==> src/glb_pkg.sv <==
// global buffer control package
package glb_pkg;

    // bus widths
    localparam int CFG_DATA_WIDTH = 32;
    localparam int CFG_ADDR_WIDTH = 12;

    // global register word offsets
    localparam logic [3:0] ADDR_IER = 4'd0;
    localparam logic [3:0] ADDR_ISR = 4'd1;

    // tile register word offsets
    localparam logic [2:0] TREG_ST_LEN = 3'd0;
    localparam logic [2:0] TREG_LD_LEN = 3'd1;
    localparam logic [2:0] TREG_CTRL   = 3'd2;
    localparam logic [2:0] TREG_STAT   = 3'd3;

    // axi-lite okay response
    localparam logic [1:0] AXIL_RESP_OKAY = 2'b00;

    // global view, region bit low
    typedef struct packed {
        logic [1:0] spare;
        logic       region;
        logic [2:0] pad;
        logic [3:0] offset;
        logic [1:0] byte_sel;
    } cfg_glb_addr_t;

    // tile view, region bit high
    typedef struct packed {
        logic [1:0] spare;
        logic       region;
        logic [3:0] tile_id;
        logic [2:0] offset;
        logic [1:0] byte_sel;
    } cfg_tile_addr_t;

    // one address word, decoded either way by the region bit
    typedef union packed {
        logic [CFG_ADDR_WIDTH-1:0] raw;
        cfg_glb_addr_t             glb;
        cfg_tile_addr_t            tile;
    } glb_cfg_addr_u;

    typedef struct packed {
        logic                      wr_en;
        glb_cfg_addr_u             wr_addr;
        logic [CFG_DATA_WIDTH-1:0] wr_data;
        logic                      rd_en;
        glb_cfg_addr_u             rd_addr;
    } cfg_req_t;

    typedef struct packed {
        logic [CFG_DATA_WIDTH-1:0] rd_data;
        logic                      rd_data_valid;
    } cfg_rsp_t;

    // host to slave
    typedef struct packed {
        logic                      awvalid;
        logic [CFG_ADDR_WIDTH-1:0] awaddr;
        logic                      wvalid;
        logic [CFG_DATA_WIDTH-1:0] wdata;
        logic                      bready;
        logic                      arvalid;
        logic [CFG_ADDR_WIDTH-1:0] araddr;
        logic                      rready;
    } axil_req_t;

    // slave to host
    typedef struct packed {
        logic                      awready;
        logic                      wready;
        logic                      bvalid;
        logic [1:0]                bresp;
        logic                      arready;
        logic                      rvalid;
        logic [CFG_DATA_WIDTH-1:0] rdata;
        logic [1:0]                rresp;
    } axil_rsp_t;

endpackage
==> src/glb_ctrl_top.sv <==
// global buffer control top
module glb_ctrl_top import glb_pkg::*; #(
    parameter int NUM_TILES = 4
) (
    input  logic      clk,
    input  logic      reset,
    input  logic      cfg_wr_clk_en,
    input  logic      cfg_rd_clk_en,
    input  axil_req_t axil_req,
    output axil_rsp_t axil_rsp,
    output logic      interrupt
);

    // bridge to router
    cfg_req_t bridge_req;
    cfg_rsp_t bridge_rsp;

    // router to targets
    cfg_req_t                 intr_req;
    cfg_rsp_t                 intr_rsp;
    cfg_req_t [NUM_TILES-1:0] tile_req;
    cfg_rsp_t [NUM_TILES-1:0] tile_rsp;

    // store done at 2t, load done at 2t+1
    logic [2*NUM_TILES-1:0] dma_done;

    glb_axil_cfg_bridge u_bridge (
        .clk           (clk),
        .reset         (reset),
        .cfg_wr_clk_en (cfg_wr_clk_en),
        .cfg_rd_clk_en (cfg_rd_clk_en),
        .axil_req      (axil_req),
        .axil_rsp      (axil_rsp),
        .cfg_req       (bridge_req),
        .cfg_rsp       (bridge_rsp)
    );

    glb_cfg_router #(
        .NUM_TILES (NUM_TILES)
    ) u_router (
        .clk      (clk),
        .reset    (reset),
        .cfg_req  (bridge_req),
        .cfg_rsp  (bridge_rsp),
        .intr_req (intr_req),
        .intr_rsp (intr_rsp),
        .tile_req (tile_req),
        .tile_rsp (tile_rsp)
    );

    glb_intr_ctrl #(
        .NUM_TILES (NUM_TILES)
    ) u_intr (
        .clk                    (clk),
        .reset                  (reset),
        .cfg_wr_clk_en          (cfg_wr_clk_en),
        .cfg_rd_clk_en          (cfg_rd_clk_en),
        .cfg_req                (intr_req),
        .cfg_rsp                (intr_rsp),
        .interrupt_pulse_bundle (dma_done),
        .interrupt              (interrupt)
    );

    // one dma block per tile
    for (genvar t = 0; t < NUM_TILES; t++) begin : g_tile
        glb_tile_dma_ctrl u_dma (
            .clk           (clk),
            .reset         (reset),
            .cfg_wr_clk_en (cfg_wr_clk_en),
            .cfg_rd_clk_en (cfg_rd_clk_en),
            .cfg_req       (tile_req[t]),
            .cfg_rsp       (tile_rsp[t]),
            .st_done       (dma_done[2*t]),
            .ld_done       (dma_done[2*t+1])
        );
    end

endmodule

==> src/glb_tile_dma_ctrl.sv <==
// tile dma control registers
module glb_tile_dma_ctrl import glb_pkg::*; (
    input  logic     clk,
    input  logic     reset,
    input  logic     cfg_wr_clk_en,
    input  logic     cfg_rd_clk_en,
    input  cfg_req_t cfg_req,
    output cfg_rsp_t cfg_rsp,
    output logic     st_done,
    output logic     ld_done
);

    localparam int LEN_WIDTH = 16;

    // channel 0 is store, channel 1 is load
    logic [1:0][LEN_WIDTH-1:0] len_q;
    logic [1:0][LEN_WIDTH-1:0] cnt_q;
    logic [1:0]                busy_q;
    logic [1:0]                done_q;
    logic [1:0]                start;

    // read mux output
    logic [CFG_DATA_WIDTH-1:0] rd_word;

    // start bits of a ctrl write, by channel
    always_comb begin
        for (int ch = 0; ch < 2; ch++) begin
            start[ch] = cfg_wr_clk_en && cfg_req.wr_en
                        && cfg_req.wr_addr.tile.offset == TREG_CTRL
                        && cfg_req.wr_data[ch];
        end
    end

    // length registers, low half of the word
    always_ff @(posedge clk or posedge reset) begin
        if (reset) begin
            len_q <= '0;
        end
        else if (cfg_wr_clk_en && cfg_req.wr_en) begin
            case (cfg_req.wr_addr.tile.offset)
                TREG_ST_LEN: len_q[0] <= cfg_req.wr_data[LEN_WIDTH-1:0];
                TREG_LD_LEN: len_q[1] <= cfg_req.wr_data[LEN_WIDTH-1:0];
                default: ;
            endcase
        end
    end

    // countdown per channel
    always_ff @(posedge clk or posedge reset) begin
        if (reset) begin
            cnt_q  <= '0;
            busy_q <= '0;
            done_q <= '0;
        end
        else begin
            for (int ch = 0; ch < 2; ch++) begin
                // done follows the last busy cycle
                done_q[ch] <= busy_q[ch] && cnt_q[ch] == '0;
                if (busy_q[ch]) begin
                    if (cnt_q[ch] == '0) begin
                        busy_q[ch] <= 1'b0;
                    end
                    else begin
                        cnt_q[ch] <= cnt_q[ch] - 1'b1;
                    end
                end
                // start while busy is dropped
                else if (start[ch]) begin
                    busy_q[ch] <= 1'b1;
                    cnt_q[ch]  <= len_q[ch];
                end
            end
        end
    end

    assign st_done = done_q[0];
    assign ld_done = done_q[1];

    always_comb begin
        case (cfg_req.rd_addr.tile.offset)
            TREG_ST_LEN: rd_word = CFG_DATA_WIDTH'(len_q[0]);
            TREG_LD_LEN: rd_word = CFG_DATA_WIDTH'(len_q[1]);
            TREG_STAT:   rd_word = CFG_DATA_WIDTH'(busy_q);
            // ctrl is write-only
            default:     rd_word = '0;
        endcase
    end

    // registered read, zero when not addressed
    always_ff @(posedge clk or posedge reset) begin
        if (reset) begin
            cfg_rsp <= '0;
        end
        else if (cfg_rd_clk_en && cfg_req.rd_en) begin
            cfg_rsp.rd_data       <= rd_word;
            cfg_rsp.rd_data_valid <= 1'b1;
        end
        else begin
            cfg_rsp <= '0;
        end
    end

    // done only after a busy cycle on that channel
    a_st_done_busy: assert property (
        @(posedge clk) disable iff (reset)
        st_done |-> $past(busy_q[0])
    );
    a_ld_done_busy: assert property (
        @(posedge clk) disable iff (reset)
        ld_done |-> $past(busy_q[1])
    );

endmodule

==> src/glb_intr_ctrl.sv <==
// global buffer interrupt controller
module glb_intr_ctrl import glb_pkg::*; #(
    parameter int NUM_TILES = 4
) (
    input  logic                   clk,
    input  logic                   reset,
    input  logic                   cfg_wr_clk_en,
    input  logic                   cfg_rd_clk_en,
    input  cfg_req_t               cfg_req,
    output cfg_rsp_t               cfg_rsp,
    input  logic [2*NUM_TILES-1:0] interrupt_pulse_bundle,
    output logic                   interrupt
);

    // bit 2t is tile t store, bit 2t+1 is tile t load
    logic [2*NUM_TILES-1:0] ier_q;
    logic [2*NUM_TILES-1:0] isr_q;

    // write decode
    logic ier_wr;
    logic isr_wr;

    // read mux output
    logic [CFG_DATA_WIDTH-1:0] rd_word;

    assign ier_wr = cfg_req.wr_en && cfg_req.wr_addr.glb.offset == ADDR_IER;
    assign isr_wr = cfg_req.wr_en && cfg_req.wr_addr.glb.offset == ADDR_ISR;

    // enable register
    always_ff @(posedge clk or posedge reset) begin
        if (reset) begin
            ier_q <= '0;
        end
        else if (cfg_wr_clk_en && ier_wr) begin
            ier_q <= cfg_req.wr_data[2*NUM_TILES-1:0];
        end
    end

    // status register
    always_ff @(posedge clk or posedge reset) begin
        if (reset) begin
            isr_q <= '0;
        end
        else if (cfg_wr_clk_en) begin
            for (int i = 0; i < 2*NUM_TILES; i++) begin
                // a pulse wins over a clearing write
                if (ier_q[i] && interrupt_pulse_bundle[i]) begin
                    isr_q[i] <= 1'b1;
                end
                else if (isr_wr) begin
                    // toggle, so writing one to a set bit clears it
                    isr_q[i] <= isr_q[i] ^ cfg_req.wr_data[i];
                end
            end
        end
    end

    // level interrupt
    assign interrupt = |isr_q;

    always_comb begin
        rd_word = '0;
        case (cfg_req.rd_addr.glb.offset)
            ADDR_IER: rd_word[2*NUM_TILES-1:0] = ier_q;
            ADDR_ISR: rd_word[2*NUM_TILES-1:0] = isr_q;
            default:  rd_word = '0;
        endcase
    end

    // registered read port
    // rd_data stays zero when idle for the router merge
    always_ff @(posedge clk or posedge reset) begin
        if (reset) begin
            cfg_rsp <= '0;
        end
        else if (cfg_rd_clk_en && cfg_req.rd_en) begin
            cfg_rsp.rd_data       <= rd_word;
            cfg_rsp.rd_data_valid <= 1'b1;
        end
        else begin
            cfg_rsp <= '0;
        end
    end

    // all done bits must fit one register word
    a_bundle_fits: assert property (
        @(posedge clk) 2*NUM_TILES <= CFG_DATA_WIDTH
    );

endmodule

==> src/glb_cfg_router.sv <==
// config bus address router
module glb_cfg_router import glb_pkg::*; #(
    parameter int NUM_TILES = 4
) (
    input  logic                     clk,
    input  logic                     reset,
    input  cfg_req_t                 cfg_req,
    output cfg_rsp_t                 cfg_rsp,
    output cfg_req_t                 intr_req,
    input  cfg_rsp_t                 intr_rsp,
    output cfg_req_t [NUM_TILES-1:0] tile_req,
    input  cfg_rsp_t [NUM_TILES-1:0] tile_rsp
);

    // per-target strobe selects
    logic                 intr_wr_sel;
    logic                 intr_rd_sel;
    logic [NUM_TILES-1:0] tile_wr_sel;
    logic [NUM_TILES-1:0] tile_rd_sel;

    // zero response for unmapped reads
    logic miss_valid_q;

    always_comb begin
        // global view, only ier and isr exist
        intr_wr_sel = cfg_req.wr_en && !cfg_req.wr_addr.glb.region
                      && (cfg_req.wr_addr.glb.offset == ADDR_IER
                          || cfg_req.wr_addr.glb.offset == ADDR_ISR);
        intr_rd_sel = cfg_req.rd_en && !cfg_req.rd_addr.glb.region
                      && (cfg_req.rd_addr.glb.offset == ADDR_IER
                          || cfg_req.rd_addr.glb.offset == ADDR_ISR);
        // tile view, ids past NUM_TILES never match
        for (int t = 0; t < NUM_TILES; t++) begin
            tile_wr_sel[t] = cfg_req.wr_en && cfg_req.wr_addr.tile.region
                             && cfg_req.wr_addr.tile.tile_id == 4'(t)
                             && cfg_req.wr_addr.tile.offset <= TREG_STAT;
            tile_rd_sel[t] = cfg_req.rd_en && cfg_req.rd_addr.tile.region
                             && cfg_req.rd_addr.tile.tile_id == 4'(t)
                             && cfg_req.rd_addr.tile.offset <= TREG_STAT;
        end
    end

    // copy request out, strobes gated per target
    always_comb begin
        intr_req       = cfg_req;
        intr_req.wr_en = intr_wr_sel;
        intr_req.rd_en = intr_rd_sel;
        for (int t = 0; t < NUM_TILES; t++) begin
            tile_req[t]       = cfg_req;
            tile_req[t].wr_en = tile_wr_sel[t];
            tile_req[t].rd_en = tile_rd_sel[t];
        end
    end

    always_ff @(posedge clk or posedge reset) begin
        if (reset) begin
            miss_valid_q <= 1'b0;
        end
        else begin
            miss_valid_q <= cfg_req.rd_en && !intr_rd_sel && !(|tile_rd_sel);
        end
    end

    // idle targets hold rd_data at zero, so an or is enough
    always_comb begin
        cfg_rsp.rd_data       = intr_rsp.rd_data;
        cfg_rsp.rd_data_valid = intr_rsp.rd_data_valid | miss_valid_q;
        for (int t = 0; t < NUM_TILES; t++) begin
            cfg_rsp.rd_data       = cfg_rsp.rd_data | tile_rsp[t].rd_data;
            cfg_rsp.rd_data_valid = cfg_rsp.rd_data_valid | tile_rsp[t].rd_data_valid;
        end
    end

    // bridge serializes transactions, so one target at a time
    a_one_target: assert property (
        @(posedge clk) disable iff (reset)
        $onehot0({intr_wr_sel, intr_rd_sel, tile_wr_sel, tile_rd_sel})
    );

endmodule

==> src/glb_axil_cfg_bridge.sv <==
// axi-lite to config bus bridge
module glb_axil_cfg_bridge import glb_pkg::*; (
    input  logic      clk,
    input  logic      reset,
    input  logic      cfg_wr_clk_en,
    input  logic      cfg_rd_clk_en,
    input  axil_req_t axil_req,
    output axil_rsp_t axil_rsp,
    output cfg_req_t  cfg_req,
    input  cfg_rsp_t  cfg_rsp
);

    typedef enum logic [2:0] {
        ST_IDLE,
        ST_WR_PEND,
        ST_WR_RESP,
        ST_RD_PEND,
        ST_RD_WAIT,
        ST_RD_RESP
    } state_t;

    state_t state_q;
    state_t state_d;

    // captured transaction payload
    logic [CFG_ADDR_WIDTH-1:0] addr_q;
    logic [CFG_DATA_WIDTH-1:0] wdata_q;
    logic [CFG_DATA_WIDTH-1:0] rdata_q;

    // handshakes, only from idle
    logic wr_accept;
    logic rd_accept;

    // write has priority over a read arriving in the same cycle
    assign wr_accept = (state_q == ST_IDLE) && axil_req.awvalid && axil_req.wvalid;
    assign rd_accept = (state_q == ST_IDLE) && axil_req.arvalid && !wr_accept;

    always_comb begin
        state_d = state_q;
        case (state_q)
            ST_IDLE: begin
                if (wr_accept) begin
                    state_d = ST_WR_PEND;
                end
                else if (rd_accept) begin
                    state_d = ST_RD_PEND;
                end
            end
            // strobe goes out this cycle if enabled
            ST_WR_PEND: begin
                if (cfg_wr_clk_en) begin
                    state_d = ST_WR_RESP;
                end
            end
            ST_WR_RESP: begin
                if (axil_req.bready) begin
                    state_d = ST_IDLE;
                end
            end
            ST_RD_PEND: begin
                if (cfg_rd_clk_en) begin
                    state_d = ST_RD_WAIT;
                end
            end
            // target answers one cycle after the strobe
            ST_RD_WAIT: begin
                if (cfg_rsp.rd_data_valid) begin
                    state_d = ST_RD_RESP;
                end
            end
            ST_RD_RESP: begin
                if (axil_req.rready) begin
                    state_d = ST_IDLE;
                end
            end
            default: state_d = ST_IDLE;
        endcase
    end

    always_ff @(posedge clk or posedge reset) begin
        if (reset) begin
            state_q <= ST_IDLE;
        end
        else begin
            state_q <= state_d;
        end
    end

    // address and data capture
    always_ff @(posedge clk) begin
        if (wr_accept) begin
            addr_q  <= axil_req.awaddr;
            wdata_q <= axil_req.wdata;
        end
        else if (rd_accept) begin
            addr_q <= axil_req.araddr;
        end
        if (state_q == ST_RD_WAIT && cfg_rsp.rd_data_valid) begin
            rdata_q <= cfg_rsp.rd_data;
        end
    end

    // single-cycle config strobes
    always_comb begin
        cfg_req.wr_en   = (state_q == ST_WR_PEND) && cfg_wr_clk_en;
        cfg_req.wr_addr = addr_q;
        cfg_req.wr_data = wdata_q;
        cfg_req.rd_en   = (state_q == ST_RD_PEND) && cfg_rd_clk_en;
        cfg_req.rd_addr = addr_q;
    end

    // host side channels
    always_comb begin
        axil_rsp.awready = wr_accept;
        axil_rsp.wready  = wr_accept;
        axil_rsp.bvalid  = (state_q == ST_WR_RESP);
        axil_rsp.bresp   = AXIL_RESP_OKAY;
        axil_rsp.arready = rd_accept;
        axil_rsp.rvalid  = (state_q == ST_RD_RESP);
        axil_rsp.rdata   = rdata_q;
        axil_rsp.rresp   = AXIL_RESP_OKAY;
    end

    // no target may answer unless a read is in flight
    a_rsp_in_rd_wait: assert property (
        @(posedge clk) disable iff (reset)
        cfg_rsp.rd_data_valid |-> state_q == ST_RD_WAIT
    );

endmodule

==> config.mk <==
export PLATFORM = sky130hd
export DESIGN_NAME = glb_ctrl_top
export DESIGN_NICKNAME = d
export VERILOG_FILES = /design/src/glb_pkg.sv /design/src/glb_ctrl_top.sv /design/src/glb_tile_dma_ctrl.sv /design/src/glb_intr_ctrl.sv /design/src/glb_cfg_router.sv /design/src/glb_axil_cfg_bridge.sv
export SDC_FILE = /design/constraint.sdc
export NUM_CORES = 1
export LEC_CHECK = 0
export ABC_AREA = 1
export BUFFER_PORTS_ARGS = -buffer_cell sky130_fd_sc_hd__buf_2
export CAP_MARGIN = 15
export CELL_PAD_IN_SITES_DETAIL_PLACEMENT = 0
export CELL_PAD_IN_SITES_GLOBAL_PLACEMENT = 2
export CORE_MARGIN = 2
export CORE_UTILIZATION = 40
export DETAILED_ROUTE_END_ITERATION = 8
export PLACE_DENSITY = 0.92
export SYNTH_ARGS = -nofsm -noshare
export SYNTH_HDL_FRONTEND = slang
export SYNTH_HIERARCHICAL = 1
export SYNTH_SLANG_ARGS = --single-unit
==> constraint.sdc <==
create_clock -name clk -period 4.3 [get_ports clk]
set_clock_uncertainty 0.1 [all_clocks]
set_input_delay 0.215 -clock clk [delete_from_list [all_inputs] [get_ports clk]]
set_output_delay 0.215 -clock clk [all_outputs]
set_load 0.02 [all_outputs]
# After elaboration in Yosys (flattened, before gate mapping)
# Cells that the tools add are included.
# totals
reg_bits,491
output_inout_bits,42
# op_classes
bitwise,17
n_reduce_logical,132
n_addsub,8
eq_ne,26
n_mux,84
n_lt_le_gt_ge,1
# ops
operator,n
2-to-1 mux 16 bit,24
one-hot mux 16 bit (3 select lines),4
2-to-1 mux 33 bit,4
logical NOT 16 bit,8
"subtractor 16 x 1 -> 16 bit, second input constant",8
bitwise OR 32 bit,3
logical AND 1 bit,71
AND reduction 2 bit,24
2-to-1 mux 1 bit,40
nonzero test 2 bit,17
bitwise OR 8 x 32 -> 32 bit,1
"!= test 2 bit, second input constant",12
2-to-1 mux 3 bit,7
2-to-1 mux 10 bit,2
one-hot mux 3 bit (6 select lines),1
one-hot mux 8 bit (2 select lines),1
"equality test 3 x 2 -> 1 bit, second input constant",4
2-to-1 mux 9 bit,1
"equality test 4 x 1 -> 1 bit, second input constant",2
"equality test 4 x 2 -> 1 bit, second input constant",2
logical NOT 4 bit,2
OR reduction 8 bit,1
XOR 1 bit,8
"equality test 3 x 1 -> 1 bit, second input constant",2
other kinds (10),19

# Logic depth before layout (Yosys ltp)
# Gate-level depths: netlist of the first run.
# depth
ltp_word,10
depth_mapped,14

# Cells and area by module
# The synthesis of the first run kept the hierarchy.
# modules_own_cells
module,cells_each,area_per_inst_um2,instances
glb_tile_dma_ctrl at g_tile[1].u_dma ...,658,4684.5,3
glb_tile_dma_ctrl at g_tile[0].u_dma,646,4649.5,1
glb_axil_cfg_bridge,198,2970.3,1
glb_cfg_router,424,2761.4,1
glb_intr_ctrl,179,1443.9,1

# Worst setup path before layout of the first run
# Ideal clock, no wire load.
# synth_path
kind,reg-to-reg
startpoint,register u_bridge.state_q[0]
endpoint,"register u_bridge.rdata_q[0], enable pin"
n_path_buf,1
period_less_slack_ns,2.600
stages_incl_launch_ff,5
t_arrival_ns,2.079
path_slack_ns,1.700
required_ns,3.779
cell_sequence,dfrtp_1 > buf_6 > nor2_8 > nand2_1 > nor2_1
# synth_between
elab_chain_cells,2
# synth_lines
item,line,rtl
from (decl),glb_axil_cfg_bridge.sv:22,state_t state_q;
from (signal assigned),glb_axil_cfg_bridge.sv:85,state_q <= state_d;
equality test 3 bit,glb_axil_cfg_bridge.sv:98,if (state_q == ST_RD_WAIT && cfg_rsp.rd_data_valid) begin
logical AND 1 bit,glb_axil_cfg_bridge.sv:98,
to (signal assigned),glb_axil_cfg_bridge.sv:99,rdata_q <= cfg_rsp.rd_data;
to (decl),glb_axil_cfg_bridge.sv:28,logic [CFG_DATA_WIDTH-1:0] rdata_q;
# No other way between the ends.
# A chain may end at the register's enable or synchronous reset.

==> results of run 1 <==
## stage by stage
stage,setup WS (ns),hold slack (ns),cells,area [µm²]
detailed placement,1.113,0.07836,3865,23690
floorplan,1.700,-0.1563,3295,24200
global route,0.8244,0.07594,3993,25760
finish,1.022,0.08279,3993,25760
CTS,1.098,0.03476,3992,25730
global placement,1.248,0.07669,3865,23690
## metal layers
metal  global-route usage [%]  up-vias  share of wire (%)
li1                         -     9851                  -
met1                    30.53     9267                 46
met2                    33.82      515                 45
met3                    3.835       97                5.9
met4                    6.460        2                2.7
met5                        0        -              0.020
## cell type report
cell class	instances	area share (%)
Sequential cell	425	42.37
Multi-Input combinational cell	2235	38.63
Clock buffer	57	5.202
Inverter	323	4.726
Timing Repair Buffer	147	4.012
Tap cell	773	3.754
Clock inverter	33	1.302
## registers in the layout (all words and copies together) (netlist names), 9 cells and up
| name | cells |
|---|---|
| g_tile.u_dma/cnt_q | 128 |
| g_tile.u_dma/len_q | 128 |
| g_tile.u_dma/cfg_rsp | 68 |
| u_bridge/rdata_q | 32 |
| u_bridge/wdata_q | 16 |
| u_intr/cfg_rsp | 9 |
## power breakdown
| group | switching (mW) | internal, mW |
|---|---|---|
| registers | 0.209 | 4.18 |
| logic | 0.682 | 0.259 |
| clock network | 1.83 | 2.55 |
| total | 2.72 | 6.99 |
## final timing paths
path | startpoint | to | slack [ns] | cells after the start
worst max-delay path | u_bridge/state_q[2] | g_tile[1].u_dma/len_q[10] | 1.02 | 9
worst min-delay path | reset | u_bridge/state_q[1] | 0.08 | 3
worst max register to register | u_bridge/state_q[2] | g_tile[1].u_dma/len_q[10] | 1.02 | 9
worst min register to register | g_tile[1].u_dma/len_q[20] | g_tile[1].u_dma/len_q[20] | 0.38 | 2
max in group asynchronous | reset | g_tile[2].u_dma/cnt_q[24] | 2.72 | 4
min in group clk | axil_req[47] | u_bridge/state_q[1] | 0.08 | 6
## critical path, delay by kind of cell (launching register included)
kind / cells / cell delay (ns)
AOI/OAI and AO/OA: 1 / 0.42
and+or+nand+nor: 7 / 2.01
DFF: 1 / 0.46
buffers and inverters: 1 / 0.17
## cells in the final DEF, fill, tap and decap left out, drive strengths merged, types with 37 or more instances in the layout
master / count
inv: 321
dfrtp: 369
buf: 110
edfxtp: 56
a21oi: 75
conb: 92
nand3: 309
o21ai: 219
clkbuf: 57
nor2: 430
nor3: 40
nand2: 959
nand4: 42
dlygate4sd3: 37
==> results.md, run 1 <==
- WP data required: 4.68 ns
- Slew Limit Headroom: 32.72%
- Mapped cell area: 0.02388 mm²
- Setup CP Type: flip-flop to flip-flop
- CTS buffer count: 50
- Via count: 19730
- DRC: 0
- Storage element area: 0.01092 mm²
- Core Region: 0.05902 mm²
- Total GRT Usage: 21.60%
- Setup TNS: 0 ns
- Tightest Pin Transition: 1.008 ns
- Pwr Density: 377.0 mW/mm²
- Port Buffer Count: 78
- Crit path arrival time: 3.66 ns
- Tcrit/Tclk final: 76.24%
- Row cnt: 89
- Status: finished clean
- Crit. End Element: flip-flop
- Post-synthesis instance total: 3209
- GRT overflow: 0
- Routed length per instance: 16.56 µm
- Critical path startpoint category: flip-flop
- Ports: 107
- Die height: 248.3 µm
- CP Cell Sequence: inv_2 > nand3_2 > nor2_1 > nand4_1 > nor3_1 > nand2_1 > nor2_2 > nand2_1 > o21ai_0
- Multi-input logic area: 0.009952 mm²
- Fmax: 305.0 MHz
- Detail Placement HPWL: 46740 µm
- # clock sinks: 425
- RSZ-0062 raised after global routing: false
- Final GP Congestion: 0.8675
- Fill cells: 6053
- Layout cell share with drive strength beyond 1: 9.783%
- Total power: 9.712 mW
- Pins Over Slew Limit: 0
- CTS root buffer: clkbuf_16
- CTS tree: built
- Final hold violations: 0
- Maximum vdd drop: 0.2763 mV
- Vias in the first global route: 18460
- First-pass DRT Iterations: 5
- Max-Cap Viols: 0
- Clock transition at the registers of the reported paths: 0.06 ns
- CP max FO: 32
- Max incr delay on CP: 0.64 ns
- First-pass GRT wire length: 103400 µm
- YS warnings: 6
- # setup viols final: 0
- Chip width: 248.3 µm
- Final Util: 43.65%
- # Post-CTS Setup Buffers: 0
- Slowest CP cell: nand2_1
- H-Tree Depth: 2
- Crit path time final: 3.278 ns
- Total Wirelength: 66110 µm
- Crit-path most repeated cell: nand2_1
- Largest net degree at the start of global routing: 57
- Post-cts sizing count: 0
- Post-DR vias/cell: 4.942
- Hold bufs inserted after CTS: 37
- Syn avg cell area: 7.442 µm²
- Initial antenna violation count: 1
- Min-Delay Path Class: primary input to asynchronous set/reset pin
- ANT nets after route: 0
- 1st-iter DRT viols: 1520
- Clock Path Buffers: 3
- Worst skew pair latency: 0.61 ns
- Final net count: 3255
- Initial Util: 40.46%
- ANT cells: 0
- Area Overhead vs Synth: 7.869%
- Leak: 13.15 nW
- Die area: 0.06168 mm²
Note: power is estimated with default switching activity, not from simulation.
==> inputs of run 2 (changes only) <==
--- a/config.mk
+++ b/config.mk
@@ -11,9 +11,9 @@
 export CELL_PAD_IN_SITES_DETAIL_PLACEMENT = 0
 export CELL_PAD_IN_SITES_GLOBAL_PLACEMENT = 2
 export CORE_MARGIN = 2
-export CORE_UTILIZATION = 40
+export CORE_UTILIZATION = 37
 export DETAILED_ROUTE_END_ITERATION = 8
-export PLACE_DENSITY = 0.92
+export PLACE_DENSITY = 0.86
 export SYNTH_ARGS = -nofsm -noshare
 export SYNTH_HDL_FRONTEND = slang
 export SYNTH_HIERARCHICAL = 1
==> constraint.sdc (replaced) <==
create_clock -name clk -period 3.1 [get_ports clk]
set_clock_uncertainty 0.1 [all_clocks]
set_input_delay 0.155 -clock clk [delete_from_list [all_inputs] [get_ports clk]]
set_output_delay 0.155 -clock clk [all_outputs]
set_load 0.02 [all_outputs]
==> run 2 against run 1 <==
Sequential cell count unchanged. Cell area increased by 1.2%. Non-clock buffer count increased by 25. Sequential share of layout area decreased by 0.51 points. Worst hold slack got worse by 0.040 ns. Combinational power increased by 58%. Largest cell class unchanged. Via count increased by 2.4%. Clock-buffer cell count increased by 14. Utilization decreased by 3.0 points. Routed wire length increased by 6.9%. Setup slack got worse by 0.87 ns. First-iteration DRC count increased by 14%. Largest power group unchanged.
==> results.md, run 2 (synthesized netlist as in run 1, its figures left out) <==
- Pwr Density: 518.5 mW/mm² (+38%)
- DRC: 0 (unchanged)
- Die height: 258.1 µm (+3.9%)
- Crit-path most repeated cell: nand2_1
- Layout cell share with drive strength beyond 1: 10.38% (+0.60 points)
- WP data required: 3.54 ns (-1.14 ns)
- First-pass GRT wire length: 110600 µm (+7.0%)
- Clock transition at the registers of the reported paths: 0.06 ns (about the same)
- Vias in the first global route: 19110 (+3.5%)
- CP Cell Sequence: inv_2 > nand3_2 > nor2_1 > nand4_1 > nor3_1 > nand2_1 > nor2_2 > nand3_1 > nand2_1 > nand2_2 > nor2_1 > nand2_1 > nand2_1
- Leak: 13.28 nW (+1.0%)
- Die area: 0.06659 mm² (+8.0%)
- Status: finished clean
- Post-DR vias/cell: 4.925 (-0.34%)
- Slowest CP cell: dfrtp_1
- Tightest Pin Transition: 0.9845 ns (-0.02357 ns)
- Post-cts sizing count: 0 (unchanged)
- First-pass DRT Iterations: 6 (+1)
- Area Overhead vs Synth: 9.184%
- Via count: 20200 (+2.4%)
- Max-Cap Viols: 0 (unchanged)
- Setup TNS: 0 ns (unchanged)
- Initial Util: 37.25% (-3.2 points)
- # setup viols final: 0 (unchanged)
- Fmax: 339.3 MHz (+11%)
- Critical path startpoint category: flip-flop
- Core Region: 0.06412 mm² (+8.6%)
- Final GP Congestion: 0.8522 (-1.8%)
- RSZ-0062 raised after global routing: false
- GRT overflow: 0 (unchanged)
- CTS root buffer: clkbuf_16
- H-Tree Depth: 2 (unchanged)
- CTS buffer count: 51 (+2.0%)
- Maximum vdd drop: 0.3535 mV (+28%)
- Total GRT Usage: 21.26% (-0.34 points)
- Max incr delay on CP: 0.39 ns (-0.25 ns)
- Clock Path Buffers: 3 (unchanged)
- CP max FO: 22 (-31%)
- Crit. End Element: flip-flop
- Row cnt: 93 (+4.5%)
- Worst skew pair latency: 0.61 ns (about the same)
- # clock sinks: 425 (unchanged)
- Chip width: 258.1 µm (+3.9%)
- Crit path time final: 2.948 ns (-0.3307 ns)
- 1st-iter DRT viols: 1738 (+14%)
- Initial antenna violation count: 2 (+1)
- Crit path arrival time: 3.39 ns (-0.27 ns)
- Total Wirelength: 70660 µm (+6.9%)
- Port Buffer Count: 78 (unchanged)
- CTS tree: built
- Detail Placement HPWL: 51770 µm (+11%)
- Setup CP Type: flip-flop to flip-flop
- Commonest cells after routing, fill and taps aside: nand2_1, nor2_1, dfrtp_1
- Min-Delay Path Class: primary input to asynchronous set/reset pin
- Routed length per instance: 17.23 µm (+4.0%)
- Tcrit/Tclk final: 95.09% (+19 points)
- Largest net degree at the start of global routing: 53 (-7.0%)
- Largest regs: g_tile.u_dma/cnt_q (128), g_tile.u_dma/len_q (128), g_tile.u_dma/cfg_rsp (68)
- Final cell count without fillers: 4102 (+2.7%)
- Final hold violations: 0 (unchanged)
- Ports: 107 (unchanged)
- Slew Limit Headroom: 34.30% (+1.6 points)
- Most common cell after layout, fill and taps aside: nand2_1
- ANT nets after route: 0 (unchanged)
- Dpl cells: 3971 (+2.7%)
- Pins Over Slew Limit: 0 (unchanged)
- Final net count: 3281 (+0.80%)
-- run 2: cell count changes in the layout (fill, tap and decap cells not counted), sizes merged --
cell | previous run | this run
clkinv | 24 | 19
buf | 110 | 133
clkinvlp | 6 | 3
dlygate4sd3 | 37 | 39
clkbuf | 57 | 71
diode | 0 | 1
bufinv | 5 | 2
inv | 321 | 319
-- run 2: area by class of cell --
class / count / area, µm²
Multi-Input combinational cell: 2235 / 9952
Clock buffer: 71 / 1483
Tap cell: 855 / 1070
Fill cell: 6602 / 38040
Sequential cell: 425 / 10920
Timing Repair Buffer: 172 / 1244
Clock inverter: 20 / 191.4
Antenna cell: 1 / 2.502
Inverter: 323 / 1217
-- run 2: worst paths after layout --
| kind | from | endpoint | slack (ns) | cells after the start |
|---|---|---|---|---|
| min in group clk | axil_req[13] | u_bridge/state_q[0] | 0.05 | 8 |
| min | reset | u_bridge/state_q[0] | 0.04 | 3 |
| min reg2reg | g_tile[3].u_dma/len_q[3] | g_tile[3].u_dma/len_q[3] | 0.38 | 2 |
| max in group asynchronous | reset | g_tile[1].u_dma/busy_q[0] | 1.77 | 4 |
| max reg2reg | u_bridge/state_q[2] | g_tile[1].u_dma/cnt_q[31] | 0.15 | 13 |
| max | u_bridge/state_q[2] | g_tile[1].u_dma/cnt_q[31] | 0.15 | 13 |
-- run 2: power by group --
| group | switching [mW] | internal (mW) | total (mW) |
|---|---|---|---|
| Combinational | 1.06 | 0.427 | 1.49 |
| Sequential | 0.223 | 5.80 | 6.03 |
| Clock | 2.50 | 3.51 | 6.01 |
-- run 2: critical path, delay by kind of cell (launching register included) --
family	cells	cell delay, ns
buffers and inverters	1	0.14
and+or+nand+nor	12	2.24
DFF	1	0.39
-- run 2: what timing repair did --
action                                 CTS  global route
endpoints found under the hold margin  244             0
setup endpoints to repair                0             0
buffers inserted                         0             0
hold buffers                            39             0
-- run 2: routing by layer --
layer	track usage, %	wire length [µm]
met3	2.601	4065
met4	6.021	1692
met1	31.12	33370
met5	0	0
met2	33.02	31530
-- run 2: through the flow --
stage	hold WS [ns]	area, µm²	power (mW)	util [%]	setup WS [ns]
global route	0.07129	26070	14.08	40.67	0.06829
detailed placement	0.07171	24010	7.528	37.45	0.2291
global placement	0.07170	24010	7.499	37.45	0.3287
finish	0.04315	26080	13.52	40.67	0.1524
CTS	0.0002739	26070	13.70	40.67	0.2256
floorplan	-0.2163	24200	7.311	-	0.4999
==> inputs of run 3 (changes only) <==
--- a/config.mk
+++ b/config.mk
@@ -5,15 +5,14 @@
 export SDC_FILE = /design/constraint.sdc
 export NUM_CORES = 1
 export LEC_CHECK = 0
-export ABC_AREA = 1
 export BUFFER_PORTS_ARGS = -buffer_cell sky130_fd_sc_hd__buf_2
 export CAP_MARGIN = 15
 export CELL_PAD_IN_SITES_DETAIL_PLACEMENT = 0
 export CELL_PAD_IN_SITES_GLOBAL_PLACEMENT = 2
 export CORE_MARGIN = 2
-export CORE_UTILIZATION = 37
+export CORE_UTILIZATION = 42
 export DETAILED_ROUTE_END_ITERATION = 8
-export PLACE_DENSITY = 0.86
+export PLACE_DENSITY = 0.87
 export SYNTH_ARGS = -nofsm -noshare
 export SYNTH_HDL_FRONTEND = slang
 export SYNTH_HIERARCHICAL = 1
==> run 3 against run 2 <==
Power grew 8.8%. Critical path depth shrank 4. Sequential cell count is the same. Sequential share of layout area grew 1.8 points. Cell area shrank 4.1%. Utilization grew 6.0 points. Synthesized cell count shrank 33%. Global-route usage shrank 0.35 points. Worst hold slack gained 0.025 ns. Synthesized area shrank 4.9%. Clock power shrank 4.7%. Critical path type unchanged.
==> results.md, run 3 <==
- Status: finished clean
- Crit. End Element: flip-flop
- # Post-CTS Setup Buffers: 0 (unchanged)
- Area Overhead vs Synth: 10.09%
- Clock Path Buffers: 3 (unchanged)
- Ports: 107 (unchanged)
- # setup viols final: 0 (unchanged)
- Crit path time final: 2.883 ns (-0.06434 ns)
- 1st-iter DRT viols: 1265 (-27%)
- Sum of buffers and inverters on the critical path: 1 (unchanged)
- Min-Delay Path Class: primary input to flip-flop
- Die height: 236.5 µm (-8.3%)
- Met3 usage: 2.425% (-0.18 points)
- Cell family with most CP delay: simple AND/OR/NAND/NOR gates
- Total power: 14.71 mW (+8.8%)
- Initial antenna violation count: 0 (-2)
- Chip width: 236.5 µm (-8.3%)
- First-pass DRT Iterations: 6 (unchanged)
- Maximum vdd drop: 0.3943 mV (+12%)
- GRT overflow: 0 (unchanged)
- Slowest CP cell: or3_1
- Final hold violations: 0 (unchanged)
- Post-synthesis instance total: 2153 (-33%)
- Final GP Congestion: 0.8352 (-2.0%)
- Core Region: 0.05360 mm² (-16%)
- Global routing usage on met1: 29.24% (-1.9 points)
- Via count: 16420 (-19%)
- Syn avg cell area: 10.55 µm² (+42%)
- Flop2flop setup slack: 0.22 ns (+0.06 ns)
- Hold depth: 5
- ANT nets after route: 0 (unchanged)
- Vias in the first global route: 16050 (-16%)
- CTS buffer count: 48 (-5.9%)
- Die area: 0.05595 mm² (-16%)
- Post-DR vias/cell: 5.622 (+14%)
- Total Wirelength: 58530 µm (-17%)
- R2R depth: 9 (-4)
- Critical path startpoint category: flip-flop
- Crit-path most repeated cell: nand2_1
- Most Crowded Layer GR: met2
- WP data required: 3.45 ns (-0.09 ns)
- Commonest cells after routing, fill and taps aside: dfrtp_1, nor2_1, nand2_1
- Port Buffer Count: 78 (unchanged)
- Leak: 11.12 nW (-16%)
- DRC: 0 (unchanged)
- Hold path endpoint: u_bridge/state_q[0]
- Pwr Density: 588.5 mW/mm² (+14%)
- Crit path arrival time: 3.23 ns (-0.16 ns)
- Fmax: 346.8 MHz (+2.2%)
- First-pass GRT wire length: 92090 µm (-17%)
- Fill cells: 4941 (-25%)
- Initial Util: 42.37% (+5.1 points)
- CTS tree: built
- Max incr delay on CP: 0.58 ns (+0.19 ns)
- Routed length per instance: 20.04 µm (+16%)
- Final Util: 46.65% (+6.0 points)
- CP max FO: 9 (-59%)
- RSZ-0062 raised after global routing: false
- Setup CP Type: flip-flop to flip-flop
- Worst hold path startpoint: axil_req[13]
- Most common cell after layout, fill and taps aside: dfrtp_1
- Final net count: 2257 (-31%)
- Clock transition at the registers of the reported paths: 0.06 ns (about the same)
- Fin worst setup slack: 0.2167 ns (+0.06434 ns)
- Worst skew pair latency: 0.59 ns (-0.02 ns)
- Mapped cell area: 0.02271 mm² (-4.9%)
- Largest net degree at the start of global routing: 76 (+43%)
- Largest regs: g_tile.u_dma/cnt_q (128), g_tile.u_dma/len_q (128), g_tile.u_dma/cfg_rsp (68)
- Design area: 0.02500 mm² (-4.1%)
- H-Tree Depth: 2 (unchanged)
- Met2 Usage GRT: 34.38% (+1.4 points)
- Setup TNS: 0 ns (unchanged)
- Total GRT Usage: 20.91% (-0.35 points)
- Layout cell share with drive strength beyond 1: 20.29% (+9.9 points)
- Detail Placement HPWL: 40510 µm (-22%)
- Critical R2R Capture: g_tile[3].u_dma/cnt_q[27]
- CTS root buffer: clkbuf_16
- CP Cell Sequence: or3b_1 > nor2_1 > nand2_1 > nor3_1 > buf_4 > nand2_1 > or3_1 > a31oi_1 > o21ai_0
- # clock sinks: 425 (unchanged)
- Pins Over Slew Limit: 0 (unchanged)
- Tightest Pin Transition: 1.160 ns (+0.1753 ns)
- Worst flop-to-flop path startpoint: u_bridge/state_q[1]
- Tcrit/Tclk final: 93.01% (-2.1 points)
- Row cnt: 85 (-8.6%)
- Max-Cap Viols: 0 (unchanged)
- Slew Limit Headroom: 22.68% (-12 points)
- YS warnings: 6 (unchanged)
- Placed Area: 0.02299 mm² (-4.2%)
- Pre-CTS WS: 0.1667 ns (-0.06242 ns)
-- run 3: worst min-delay path, stage by stage --
cell       delay, ns
buf_2           0.11
a21oi_1         0.12
a2bb2oi_1       0.08
o211ai_1        0.11
mux2_1          0.15
-- run 3: layout make-up --
type / count / area [µm²] / share of cell area, %
Tap cell: 696 / 870.8 / 3.483
Antenna cell: 1 / 2.502 / 0.01001
Timing Repair Buffer: 195 / 1466 / 5.865
Clock buffer: 75 / 1509 / 6.035
Inverter: 74 / 282.8 / 1.131
Multi-Input combinational cell: 1440 / 9853 / 39.41
Clock inverter: 14 / 102.6 / 0.4103
Sequential cell: 425 / 10920 / 43.66
-- run 3: layer usage --
metal,part of all wire [%],vias to the layer above
li1,-,7664
met1,45,8250
met2,48,420
met3,4.4,82
met4,2.2,0
met5,0,-
-- run 3: worst max path at each step --
stage                                   start                   endpoint  slack, ns  depth (start not counted)
final                     u_bridge/state_q[1]  g_tile[3].u_dma/cnt_q[27]       0.22                          9
after global routing      u_bridge/state_q[1]  g_tile[3].u_dma/cnt_q[22]       0.02                          9
after CTS                 u_bridge/state_q[1]  g_tile[1].u_dma/cnt_q[22]       0.15                          8
after detailed placement  u_bridge/state_q[1]  g_tile[1].u_dma/cnt_q[24]       0.17                          8
after global placement    u_bridge/state_q[1]  g_tile[1].u_dma/cnt_q[22]       0.22                          8
after floorplan            u_bridge/addr_q[4]  g_tile[0].u_dma/len_q[17]       0.15                          8
-- run 3: what timing repair did --
| action | CTS | global route |
|---|---|---|
| hold buffers | 39 | 0 |
| resized for setup | 0 | 2 |
| hold endpoints to repair | 254 | 0 |
| endpoints found under the setup margin | 0 | 4 |
-- run 3: metrics by stage --
step	cells	hold WS (ns)
after floorplan	2239	-0.2163
after global placement	2791	-0.007328
after detailed placement	2791	-0.001570
after CTS	2919	0.05612
after global routing	2919	0.1148
final	2920	0.06791
-- run 3: report_power, final --
group	switching [mW]	internal (mW)	leakage, nW
logic	1.30	0.985	4.90
clock network	2.37	3.36	0.784
registers	0.623	6.07	5.43
